## src/rtl/lbpPkg.sv

```systemverilog
/* shared types and widths for the banked local-history branch predictor;
   imported by every RTL module and by the testbench */
package lbpPkg;

  //////////////////////////////////////////////////////////////////////
  // widths
  //////////////////////////////////////////////////////////////////////

  // fetch address width
  localparam int PC_W = 32;
  // local history length, one bit per resolved branch
  localparam int HIST_W = 6;
  // saturating counter width
  localparam int CTR_W = 2;

  typedef logic [PC_W-1:0] pc_t;
  // newest outcome sits in the top bit
  typedef logic [HIST_W-1:0] hist_t;
  // top bit set means predict taken
  typedef logic [CTR_W-1:0] ctr_t;

  // weakly not taken
  localparam ctr_t CTR_RESET = 2'b01;

  //////////////////////////////////////////////////////////////////////
  // request and response streams
  //////////////////////////////////////////////////////////////////////

  // predict request from fetch, 33 bits
  typedef struct packed {
    logic valid;
    pc_t  pc;
  } predReq_t;

  // prediction back to fetch, 10 bits
  typedef struct packed {
    logic  valid;
    logic  taken;
    ctr_t  ctr;
    hist_t hist;
  } predResp_t;

  // resolved branch, carrying the history that the prediction used, 40 bits
  typedef struct packed {
    logic  valid;
    pc_t   pc;
    logic  taken;
    hist_t hist;
  } updReq_t;

endpackage

```

## src/rtl/lbpBank.sv

```systemverilog
/* one predictor bank with committed and speculative local history tables
   and a pattern table of 2-bit counters; one instance per PC bank */
`timescale 1ns/10ps
module lbpBank #(
  parameter int numBanks = 4,
  parameter int entriesPerBank = 8
) (
  input  logic              clk,
  input  logic              arstN,
  input  lbpPkg::predReq_t  pred,
  input  lbpPkg::updReq_t   upd,
  input  logic              flush,
  output lbpPkg::predResp_t resp
);
  import lbpPkg::*;

  localparam int bankW = $clog2(numBanks);
  localparam int idxW = $clog2(entriesPerBank);
  // one counter per possible history value
  localparam int ctrN = 2 ** HIST_W;

  hist_t                     cmtHist [entriesPerBank];
  hist_t                     specHist [entriesPerBank];
  // set means the speculative entry is not to be trusted
  logic [entriesPerBank-1:0] stale;
  ctr_t                      pht [ctrN];

  logic [idxW-1:0] predIdx;
  logic [idxW-1:0] updIdx;
  hist_t           readHist;
  ctr_t            readCtr;
  logic            readTaken;
  hist_t           nextSpec;
  hist_t           nextCmt;
  ctr_t            updCtr;
  ctr_t            nextCtr;

  logic            respValidQ;
  logic            respTakenQ;
  ctr_t            respCtrQ;
  hist_t           respHistQ;

  //////////////////////////////////////////////////////////////////////
  // prediction read
  //////////////////////////////////////////////////////////////////////

  // index bits right above the bank field
  assign predIdx = pred.pc[2 + bankW +: idxW];
  assign updIdx  = upd.pc[2 + bankW +: idxW];

  // a flush in this cycle already forces the committed copy
  assign readHist  = (stale[predIdx] || flush) ? cmtHist[predIdx] : specHist[predIdx];
  assign readCtr   = pht[readHist];
  assign readTaken = readCtr[CTR_W-1];
  // shift in the predicted direction at the top
  assign nextSpec  = {readTaken, readHist[HIST_W-1:1]};

  //////////////////////////////////////////////////////////////////////
  // committed update
  //////////////////////////////////////////////////////////////////////

  assign nextCmt = {upd.taken, cmtHist[updIdx][HIST_W-1:1]};
  // counter addressed by the history that the prediction used
  assign updCtr  = pht[upd.hist];

  // saturating step toward the resolved direction
  always_comb begin
    nextCtr = updCtr;
    if (upd.taken && (updCtr != 2'b11)) begin
      nextCtr = updCtr + ctr_t'(1);
    end else if (!upd.taken && (updCtr != 2'b00)) begin
      nextCtr = updCtr - ctr_t'(1);
    end
  end

  //////////////////////////////////////////////////////////////////////
  // tables
  //////////////////////////////////////////////////////////////////////

  // history tables, speculative written by predicts, committed by updates
  always_ff @(posedge clk or negedge arstN) begin
    if (!arstN) begin
      for (int i = 0; i < entriesPerBank; i++) begin
        cmtHist[i]  <= '0;
        specHist[i] <= '0;
      end
    end else begin
      if (pred.valid) begin
        specHist[predIdx] <= nextSpec;
      end
      if (upd.valid) begin
        cmtHist[updIdx] <= nextCmt;
      end
    end
  end

  // flush marks all stale, a predict in the same cycle revalidates its entry
  always_ff @(posedge clk or negedge arstN) begin
    if (!arstN) begin
      stale <= '1;
    end else begin
      if (flush) begin
        stale <= '1;
      end
      if (pred.valid) begin
        stale[predIdx] <= 1'b0;
      end
    end
  end

  // counters only move on resolved branches
  always_ff @(posedge clk or negedge arstN) begin
    if (!arstN) begin
      for (int i = 0; i < ctrN; i++) begin
        pht[i] <= CTR_RESET;
      end
    end else if (upd.valid) begin
      pht[upd.hist] <= nextCtr;
    end
  end

  //////////////////////////////////////////////////////////////////////
  // response register
  //////////////////////////////////////////////////////////////////////

  always_ff @(posedge clk or negedge arstN) begin
    if (!arstN) begin
      respValidQ <= 1'b0;
    end else begin
      respValidQ <= pred.valid;
    end
  end

  // payload only meaningful with valid
  always_ff @(posedge clk) begin
    respTakenQ <= readTaken;
    respCtrQ   <= readCtr;
    respHistQ  <= readHist;
  end

  assign resp = '{valid: respValidQ, taken: respTakenQ, ctr: respCtrQ, hist: respHistQ};

  // exactly one response per request, one cycle later
  assert property (@(posedge clk) disable iff (!arstN) resp.valid == $past(pred.valid));

endmodule

```

## src/rtl/lbpCollect.sv

```systemverilog
/* output stage; merges the registered bank responses into the single
   prediction stream returned to fetch */
`timescale 1ns/10ps
module lbpCollect #(
  parameter int numBanks = 4
) (
  input  logic              clk,
  input  logic              arstN,
  input  lbpPkg::predResp_t bankResp [numBanks],
  output lbpPkg::predResp_t predResp
);
  import lbpPkg::*;

  logic [numBanks-1:0] respValid;
  predResp_t           merged;

  //////////////////////////////////////////////////////////////////////
  // merge
  //////////////////////////////////////////////////////////////////////

  // idle banks hold old payload, so mask each response by its valid
  always_comb begin
    merged = '0;
    for (int b = 0; b < numBanks; b++) begin
      respValid[b] = bankResp[b].valid;
      if (bankResp[b].valid) begin
        merged = merged | bankResp[b];
      end
    end
  end

  // bank outputs are flops already, so the stream stays registered
  assign predResp = merged;

  //////////////////////////////////////////////////////////////////////
  // checks
  //////////////////////////////////////////////////////////////////////

  // the dispatcher sends one predict per cycle, so one bank answers at most
  assert property (@(posedge clk) disable iff (!arstN) $onehot0(respValid));

endmodule

```

## src/rtl/lbpDispatch.sv

```systemverilog
/* input stage of the predictor; registers predict, update and flush and
   steers each request to the bank selected by its PC */
`timescale 1ns/10ps
module lbpDispatch #(
  parameter int numBanks = 4,
  parameter int entriesPerBank = 8
) (
  input  logic              clk,
  input  logic              arstN,
  input  lbpPkg::predReq_t  predReq,
  input  lbpPkg::updReq_t   updReq,
  input  logic              flush,
  output lbpPkg::predReq_t  bankPred [numBanks],
  output lbpPkg::updReq_t   bankUpd [numBanks],
  output logic              bankFlush
);
  import lbpPkg::*;

  // bank field sits right above the 4-byte instruction offset
  localparam int bankW = $clog2(numBanks);
  // entry index lives above the bank field, extracted by the bank
  localparam int idxW = $clog2(entriesPerBank);
  localparam int pcUsed = 2 + bankW + idxW;

  logic                predValidQ;
  pc_t                 predPcQ;
  logic                updValidQ;
  pc_t                 updPcQ;
  logic                updTakenQ;
  hist_t               updHistQ;
  logic                flushQ;
  logic [numBanks-1:0] predSel;
  logic [numBanks-1:0] updSel;

  // control flops
  always_ff @(posedge clk or negedge arstN) begin
    if (!arstN) begin
      predValidQ <= 1'b0;
      updValidQ  <= 1'b0;
      flushQ     <= 1'b0;
    end else begin
      predValidQ <= predReq.valid;
      updValidQ  <= updReq.valid;
      flushQ     <= flush;
    end
  end

  // payload flops, qualified by the valids above
  always_ff @(posedge clk) begin
    predPcQ   <= predReq.pc;
    updPcQ    <= updReq.pc;
    updTakenQ <= updReq.taken;
    updHistQ  <= updReq.hist;
  end

  // one-hot bank decode, pc and payload broadcast to all banks
  always_comb begin
    for (int b = 0; b < numBanks; b++) begin
      predSel[b]  = predValidQ && (predPcQ[2 +: bankW] == bankW'(b));
      updSel[b]   = updValidQ && (updPcQ[2 +: bankW] == bankW'(b));
      bankPred[b] = '{valid: predSel[b], pc: predPcQ};
      bankUpd[b]  = '{valid: updSel[b], pc: updPcQ, taken: updTakenQ, hist: updHistQ};
    end
  end

  // flush reaches every bank in the same cycle
  assign bankFlush = flushQ;

  // a request never lands in two banks, and the index fits the pc
  assert property (@(posedge clk) disable iff (!arstN) $onehot0(predSel) && $onehot0(updSel));
  initial assert (pcUsed <= PC_W);

endmodule

```

## src/rtl/lbpTop.sv

```systemverilog
/* top level of the banked local-history predictor; dispatcher, one bank
   per PC bank field and the response collector */
`timescale 1ns/10ps
module lbpTop #(
  parameter int numBanks = 4,
  parameter int entriesPerBank = 8
) (
  input  logic              clk,
  input  logic              arstN,
  input  lbpPkg::predReq_t  predReq,
  input  lbpPkg::updReq_t   updReq,
  input  logic              flush,
  output lbpPkg::predResp_t predResp
);
  import lbpPkg::*;

  // per-bank request and response buses
  predReq_t  bankPred [numBanks];
  updReq_t   bankUpd [numBanks];
  predResp_t bankResp [numBanks];
  logic      bankFlush;

  // register inputs and route by bank field
  lbpDispatch #(
    .numBanks       (numBanks),
    .entriesPerBank (entriesPerBank)
  ) i_lbpDispatch (
    .clk       (clk),
    .arstN     (arstN),
    .predReq   (predReq),
    .updReq    (updReq),
    .flush     (flush),
    .bankPred  (bankPred),
    .bankUpd   (bankUpd),
    .bankFlush (bankFlush)
  );

  // identical banks, each owns its slice of the pc space
  for (genvar b = 0; b < numBanks; b++) begin : gBank
    lbpBank #(
      .numBanks       (numBanks),
      .entriesPerBank (entriesPerBank)
    ) i_lbpBank (
      .clk   (clk),
      .arstN (arstN),
      .pred  (bankPred[b]),
      .upd   (bankUpd[b]),
      .flush (bankFlush),
      .resp  (bankResp[b])
    );
  end

  // merge the bank answers
  lbpCollect #(
    .numBanks (numBanks)
  ) i_lbpCollect (
    .clk      (clk),
    .arstN    (arstN),
    .bankResp (bankResp),
    .predResp (predResp)
  );

endmodule
```

## config.mk

```make
export PLATFORM = sky130hd
export DESIGN_NAME = lbpTop
export DESIGN_NICKNAME = d
export VERILOG_FILES = /design/src/rtl/lbpPkg.sv /design/src/rtl/lbpBank.sv /design/src/rtl/lbpCollect.sv /design/src/rtl/lbpDispatch.sv /design/src/rtl/lbpTop.sv
export SDC_FILE = /design/constraint.sdc
export NUM_CORES = 2
export LEC_CHECK = 0
export ABC_AREA = 1
export BUFFER_PORTS_ARGS = -buffer_cell sky130_fd_sc_hd__buf_2
export CORE_MARGIN = 2
export CORE_UTILIZATION = 40
export DETAILED_ROUTE_END_ITERATION = 8
export PLACE_DENSITY = 0.62
export SYNTH_ARGS = -nofsm -noshare
export SYNTH_HDL_FRONTEND = slang
export SYNTH_SLANG_ARGS = --single-unit
```

## constraint.sdc

```tcl
create_clock -name clk -period 2.8 [get_ports clk]
set_input_delay 0.42 -clock clk [delete_from_list [all_inputs] [get_ports clk]]
set_output_delay 0.42 -clock clk [all_outputs]
set_load 0.01 [all_outputs]
```

# After elaboration in Yosys (flattened, before gate mapping)
# Index checks and enable logic that the tools add are counted.
# totals
reg_bits,992
input_bits,76
output_inout_bits,10
wordCells,535
# op_classes
n_addsub,8
order_cmp,12
eq_ne,10
mux,112
n_bitwise,15
reduce_logical,31
# op_table
op,n
128-bit bitwise mux,4
48-bit bitwise mux,8
6-bit binary-select mux with 3-bit select,12
6-bit two-way mux,30
2-bit binary-select mux with 6-bit select,8
8-bit two-way mux,8
2-bit two-way mux,25
10-bit two-way mux,4
6-bit demux with 3-bit select,2
7-bit >= comparator (second input constant),5
6-bit NOT with 7-bit output,5
8-bit bitwise AND,4
10-bit OR,3
1-bit logical AND,20
1-bit binary-select mux with 3-bit select,4
2-bit demux with 6-bit select,1
2-bit by 1-bit adder with 2-bit output (second input constant),4
2-bit == test (second input constant),4
4-bit >= comparator (second input constant),2
4-bit by 1-bit less-than comparator with 1-bit output (second input constant),2
2-bit inequality test (second input constant),4
3-bit NOT with 4-bit output,2
8-bit NOT,1
2-bit nonzero test,4
10 further kinds,22

# Longest topological paths before layout
# logic_depth
depth_word,10
ltp_mapped,23
ltp_nobuf,19

# By module
# Synthesis repeated with hierarchy kept, for this count alone.
# hier_totals
cells_unflattened,7623
hier_area_um2,56472.9
# by_module_without_submodules
mod,n_inst,cells_per_inst,area_each_um2,seq_area_each_um2
lbpBank (gBank[1].i_lbpBank ...),2,1819,13201.4,6080.8
lbpBank (gBank[3].i_lbpBank),1,1888,13440.4,6080.8
lbpBank (gBank[0].i_lbpBank),1,1705,13113.8,6080.8
lbpDispatch,1,304,3163.0,1496.4
lbpCollect,1,88,352.8,0.0

# Worst setup path before layout
# No wires, ideal clock.
# synth_path
kind,register -> register
from,reg i_lbpDispatch.updHistQ[1]
to,reg gBank[0].i_lbpBank.pht[120] (netlist bit)
setup_time_ns,0.061
t_arrival_ns,2.835
required_time_ns,2.739
slack_ns,-0.096
path_stages_with_launch,17
path_buffers,3
period_less_slack_ns,2.896
cell_sequence,dfxtp_1 > inv_2 > nand3_2 > buf_2 > buf_2 > o21ai_1 > o41ai_1 > nand2_1 > nor2_2 > nand3_2 > ha_1 > nor2_1 > nor2_1 > nand4_2 > clkbuf_1 > nand3_1 > nand2_1
# synth_between
elab_chain_cells,9
elab_cells_between_ends,18
classes_between,add/sub (2); order compare (2); eq/ne (1); mux (8); bitwise (1); reduce/logical (4)
# synth_lines
item,line_no,rtl
"start, declared",lbpDispatch.sv:30,hist_t updHistQ;
"start signal, assigned",lbpDispatch.sv:53,updHistQ <= updReq.hist;
6-bit NOT with 7-bit output (implied by the code) (*),"lbpBank.sv:64, lbpBank.sv:118",
"parallel branches: the longest is 7 deep, another holds 2-bit by 1-bit subtractor with 2-bit output",-,
128-bit bitwise mux (*),lbpBank.sv:118,pht[upd.hist] <= nextCtr;
"end signal, assigned by index",lbpBank.sv:118,
"end, declared",lbpBank.sv:26,ctr_t pht [ctrN];
# Every way passes the cells marked *. The select of a mux whose other input is x is not followed.
# A chain may end at the register's enable or synchronous reset.

# Worst setup path after layout
# layout_path
from,reg i_lbpDispatch.updHistQ[0]
to,reg gBank[0].i_lbpBank.pht[102] (netlist bit)
# Same word-level chain as after synthesis.

==> metrics.sh <==
LAYOUT-DRIVE-GT1-SHARE_PCT=22.4
YOSYS_WARNINGS=0
SYNTH.FF_LATCH_COUNT=984
TIMING.FINAL.MAX_SLEW_VIOLATIONS=0
VIOLATED_CHECKS='negative setup slack'
CTS.REPORTEDPATHS.CLKPINSLEW_PS=60
POST_SYNTH.CELL_AREA_AVG_UM2=7.32
FINISH.CELL_COUNT_WITHOUT_FILLERS=9669
DRT_WL_TOTAL_MM=231
VIAS=56100
CTS_ROOT_BUF='sky130_fd_sc_hd__clkbuf_16'
TOTAL_LEAKAGE_POWER_uW=0.0312
FLOORPLAN.DIE.HEIGHT_UM=369
SYNTH_EDF_COUNT=0
CRITICAL_PATH_CLASS='register to register'
ROUTED_VIAS_INST=5.80
CRITICAL_PATH.SLOWEST_CELL='sky130_fd_sc_hd__o41ai_4'
CTS_TREE='built'
DETAILED_PLACE_HPWL_MM=151
OVERFLOW=0
GLOBALROUTEMET3UTIL_PCT=7.19
CTS.PATH.MAX_BUFFERS=3
SYNTH-SEQ-AREA-SHARE_PCT=46.4
GRT_START_MAX_NET_PINS=129
GRT.MET1_USAGE_PCT=43.0
PLACEABLECOREAREA_UM2=132000
CRITICAL_PATH_ARRIVAL_PS=3890
GRT_SETUP_UNREPAIRED='yes'
OVERALL_ROUTING_RESOURCE_USAGE_PCT=31.9
MAPPEDNETLISTAREA_UM2=53300
DRV.MAX_CAP_VIOLATION_COUNT=0
LAYOUT_NET_COUNT=7902
DRT_ITER0_DRC=7398
PLACE.DETAILED.INSTANCES=9261
FINAL.FILL_COUNT=12300
FINAL_CELL_AREA_UM2=69200
GRTUSAGEMET2_PCT=47.3
FP-ROW-COUNT=133
FINALWORSTPATHREQUIREDPERIOD_PS=3220
CP-STARTPOINT='i_lbpDispatch.updHistQ[0]$_DFF_P_'
DRT_FIRST_PASS_ITERS=8
SYNTH.AREA.TOP_CELLS='sky130_fd_sc_hd__dfrtp_1 30%, sky130_fd_sc_hd__dfstp_2 14%, sky130_fd_sc_hd__nand2_1 14%'
YS_ASYNC_SR_FRACTION_PCT=95.0
NETLIST_INSTANCES=7287
SYNTH_TOP_AREA_SHARE_PCT=30.4
POWER.TOTAL_uW=41300
POST_ROUTE_DRC_VIOLATION_COUNT=0
CTS_BUFFERS=109
SYNTH.LARGEST_AREA_CELL='sky130_fd_sc_hd__dfrtp_1'
MIN_PATH_TYPE='input pin to async pin'
CLOCK_SKEWS_PS=37.7
GRT_MOST_USED_LAYER='met2'
SYNTH_NETS=7371
LAYOUT-AREA-OVERHEAD-VS-SYNTH_PCT=29.8
FINALSETUPVIOLATIONS=560
ACHIEVABLE-FREQUENCY_MHz=310
PLACEMENT.IO_BUFFERS=31
SLEW_HEADROOM_PCT=28.6
POST_SYNTH_MOST_FREQUENT_CELLS='1999 x sky130_fd_sc_hd__nand2_1, 956 x sky130_fd_sc_hd__nand3_1, 812 x sky130_fd_sc_hd__inv_1'
DETAILEDPLACE.WORSTSLACK_PS=-747
FINAL.PERIOD_UTILIZATION_PCT=115
INITIAL_UTILIZATION_PCT=40.5
CTS.HTREE.LEVELS=3
TIMING_HOLD_VIOLATIONS_FINAL=0
TIMING.CRITICAL_PATH.REQUIRED_PS=3470
KIND_OF_CELL_WITH_THE_HIGHEST_COMBINED_DELAY_ON_THE_CRITICAL_PATH='buffers and inverters'
ANTENNA_FOUND_INITIAL=2
DIE_AREA_UM2=136000
PLACED_CELL_AREA_UM2=59900
YOSYSMOSTFREQUENTCELL='sky130_fd_sc_hd__nand2_1'
TIGHTEST_SLEW_PS=1070
GLOBALPLACE.CONGESTION=0.964
ANT_NETS=0
WORSTPATHCELLLIST='buf_4 -> nand3_4 -> buf_6 -> buf_12 -> o22ai_2 -> o41ai_4 -> buf_4 -> nand2_1 -> nor2_1 -> nand2_1 -> inv_2 -> ha_4 -> nor2_1 -> buf_4 -> nor2_4 -> nand4_4 -> clkbuf_16 -> clkbuf_16 -> nand3_1 -> nand2_1'
CRITICAL_PATH.ENDPOINT_TYPE='register'
FIN_WORST_HOLD_SLACK_PS=237
GRT_PASS1_WL_MM=330
CTS_SINKS=984
WORST_IR_DROP_ON_VDD_mV=0.486
FIRST_GLOBAL_VIAS=51600
NETLIST-CELL-TYPE-COUNT=48
START_KIND='register'
CHIPWIDTH_UM=369
POWER_PER_CELL_AREA_nW_PER_UM2=596
WORST_PATH_LARGEST_CELL_DELAY_PS=470
OUTCOME='complete, but fails checks'
POSTLAYOUTSETUPSLACKWORST_PS=-422
POST_DRT_WL_PER_CELL_UM=23.9
WORSTREG2REGSTART='i_lbpDispatch.updHistQ[0]$_DFF_P_'
CP.BUFFERS_INVERTERS=8
DESIGN.PORTCOUNT=86
YS_DOMINANT_REG_CELL='sky130_fd_sc_hd__dfrtp_1'
CRITICAL_PATH.MAX_FANOUT=6
CLOCK_LATENCY_PS=750
metrics by stage:
stage	util (%)	setup TNS, ps
after detailed placement	45.4	-295320
after global routing	52.5	-213350
final	52.5	-178030
after CTS	49.4	-138810
after floorplan	-	-704
after global placement	45.4	-286130
report_power, final:
part	switching [uW]	internal, uW	total, uW
clock network	6430	9390	15800
registers	767	15600	16300
logic	5680	3450	9130
path summary, 6_finish.rpt:
check / slack [ps] / depth (start not counted) / to
min in group clk: 310 / 2 / i_lbpDispatch.updHistQ[3]$_DFF_P_
worst min-delay path: 240 / 2 / gBank[3].i_lbpBank.specHist[4]$_DFFE_PN0P_
worst min register to register: 470 / 2 / gBank[0].i_lbpBank.pht[90]$_DFFE_PN1P_
worst max-delay path: -420 / 20 / gBank[0].i_lbpBank.pht[102]$_DFFE_PN1P_
max in group asynchronous: 1490 / 3 / gBank[1].i_lbpBank.specHist[31]$_DFFE_PN0P_
worst max register to register: -420 / 20 / gBank[0].i_lbpBank.pht[102]$_DFFE_PN1P_
repair_timing:
| item | 4_1_cts | 5_1_grt |
|---|---|---|
| hold endpoints to repair | 33 | 0 |
| setup endpoints to repair | 553 | 594 |
| hold buffers | 21 | 0 |
| pin swaps | 14 | 141 |
| cloned | 9 | 50 |
| setup buffers | 41 | 86 |
| gates resized for setup | 98 | 586 |
layout make-up:
type / count / area (um2) / share of cell area (%)
Inverter: 847 / 3280 / 4.74
Tap cell: 1755 / 2200 / 3.17
Timing Repair Buffer: 861 / 9550 / 13.8
Sequential cell: 984 / 24800 / 35.8
Clock inverter: 46 / 688 / 0.994
Multi-Input combinational cell: 5015 / 25500 / 36.9
Antenna cell: 3 / 7.51 / 0.0108
Clock buffer: 158 / 3220 / 4.66
per-layer routing:
| metal | vias up | part of all wire [%] |
|---|---|---|
| met5 | - | 0.0056 |
| met4 | 2 | 6.6 |
| met3 | 768 | 12 |
| met2 | 3512 | 42 |
| met1 | 26800 | 39 |
| li1 | 25000 | - |
worst reg2reg max path, cell delays in order, from the launching register on:
cell,delay (ps)
sky130_fd_sc_hd__dfxtp_4,370
sky130_fd_sc_hd__buf_4,140
sky130_fd_sc_hd__nand3_4,130
sky130_fd_sc_hd__buf_6,140
sky130_fd_sc_hd__buf_12,120
sky130_fd_sc_hd__o22ai_2,90
sky130_fd_sc_hd__o41ai_4,470
sky130_fd_sc_hd__buf_4,180
sky130_fd_sc_hd__nand2_1,50
sky130_fd_sc_hd__nor2_1,140
sky130_fd_sc_hd__nand2_1,120
sky130_fd_sc_hd__inv_2,90
sky130_fd_sc_hd__ha_4,120
sky130_fd_sc_hd__nor2_1,40
sky130_fd_sc_hd__buf_4,190
sky130_fd_sc_hd__nor2_4,100
sky130_fd_sc_hd__nand4_4,140
sky130_fd_sc_hd__clkbuf_16,210
sky130_fd_sc_hd__clkbuf_16,170
sky130_fd_sc_hd__nand3_1,80
sky130_fd_sc_hd__nand2_1,60
registers in the layout, summed over array words and instances, names as in the netlist, 5 cells and up:
name,flops
gBank.i_lbpBank.pht,512
gBank.i_lbpBank.cmtHist,192
gBank.i_lbpBank.specHist,192
gBank.i_lbpBank.stale,32
gBank.i_lbpBank.respHistQ,24
gBank.i_lbpBank.respCtrQ,8
i_lbpDispatch.updHistQ,6
i_lbpDispatch.predPcQ,5
i_lbpDispatch.updPcQ,5
cell families after synthesis:
| family | count (synthesis) | synth area share (%) |
|---|---|---|
| simple gates | 3678 | 28.9 |
| compound gates | 1325 | 14.5 |
| buf+inv | 1292 | 10.0 |
| flops | 984 | 46.4 |
| fa+ha+maj | 8 | 0.188 |
cells in the final DEF, fill, tap and decap left out, types with 17 or more instances in the layout:
cell type,synthesis,layout
sky130_fd_sc_hd__a21oi_1,90,86
sky130_fd_sc_hd__a221oi_1,61,51
sky130_fd_sc_hd__a22oi_1,46,42
sky130_fd_sc_hd__buf_12,0,149
sky130_fd_sc_hd__buf_2,154,31
sky130_fd_sc_hd__buf_4,50,524
sky130_fd_sc_hd__buf_6,16,69
sky130_fd_sc_hd__buf_8,0,21
sky130_fd_sc_hd__clkbuf_1,204,20
sky130_fd_sc_hd__clkbuf_16,0,148
sky130_fd_sc_hd__clkbuf_8,0,27
sky130_fd_sc_hd__clkinv_2,0,18
sky130_fd_sc_hd__dfrtp_1,647,647
sky130_fd_sc_hd__dfstp_2,288,288
sky130_fd_sc_hd__dfxtp_1,49,43
sky130_fd_sc_hd__dlygate4sd3_1,0,21
sky130_fd_sc_hd__inv_1,812,798
sky130_fd_sc_hd__inv_2,30,22
sky130_fd_sc_hd__nand2_1,1999,1937
sky130_fd_sc_hd__nand2_2,23,57
sky130_fd_sc_hd__nand2_4,0,22
sky130_fd_sc_hd__nand3_1,956,776
sky130_fd_sc_hd__nand3_2,14,163
sky130_fd_sc_hd__nand3_4,0,31
sky130_fd_sc_hd__nand4_1,45,45
sky130_fd_sc_hd__nor2_1,593,572
sky130_fd_sc_hd__nor2_4,2,17
sky130_fd_sc_hd__o211ai_1,95,95
sky130_fd_sc_hd__o21ai_0,740,672
sky130_fd_sc_hd__o21ai_1,38,92
sky130_fd_sc_hd__o22ai_1,169,162
(Power assumes the default switching activity.)
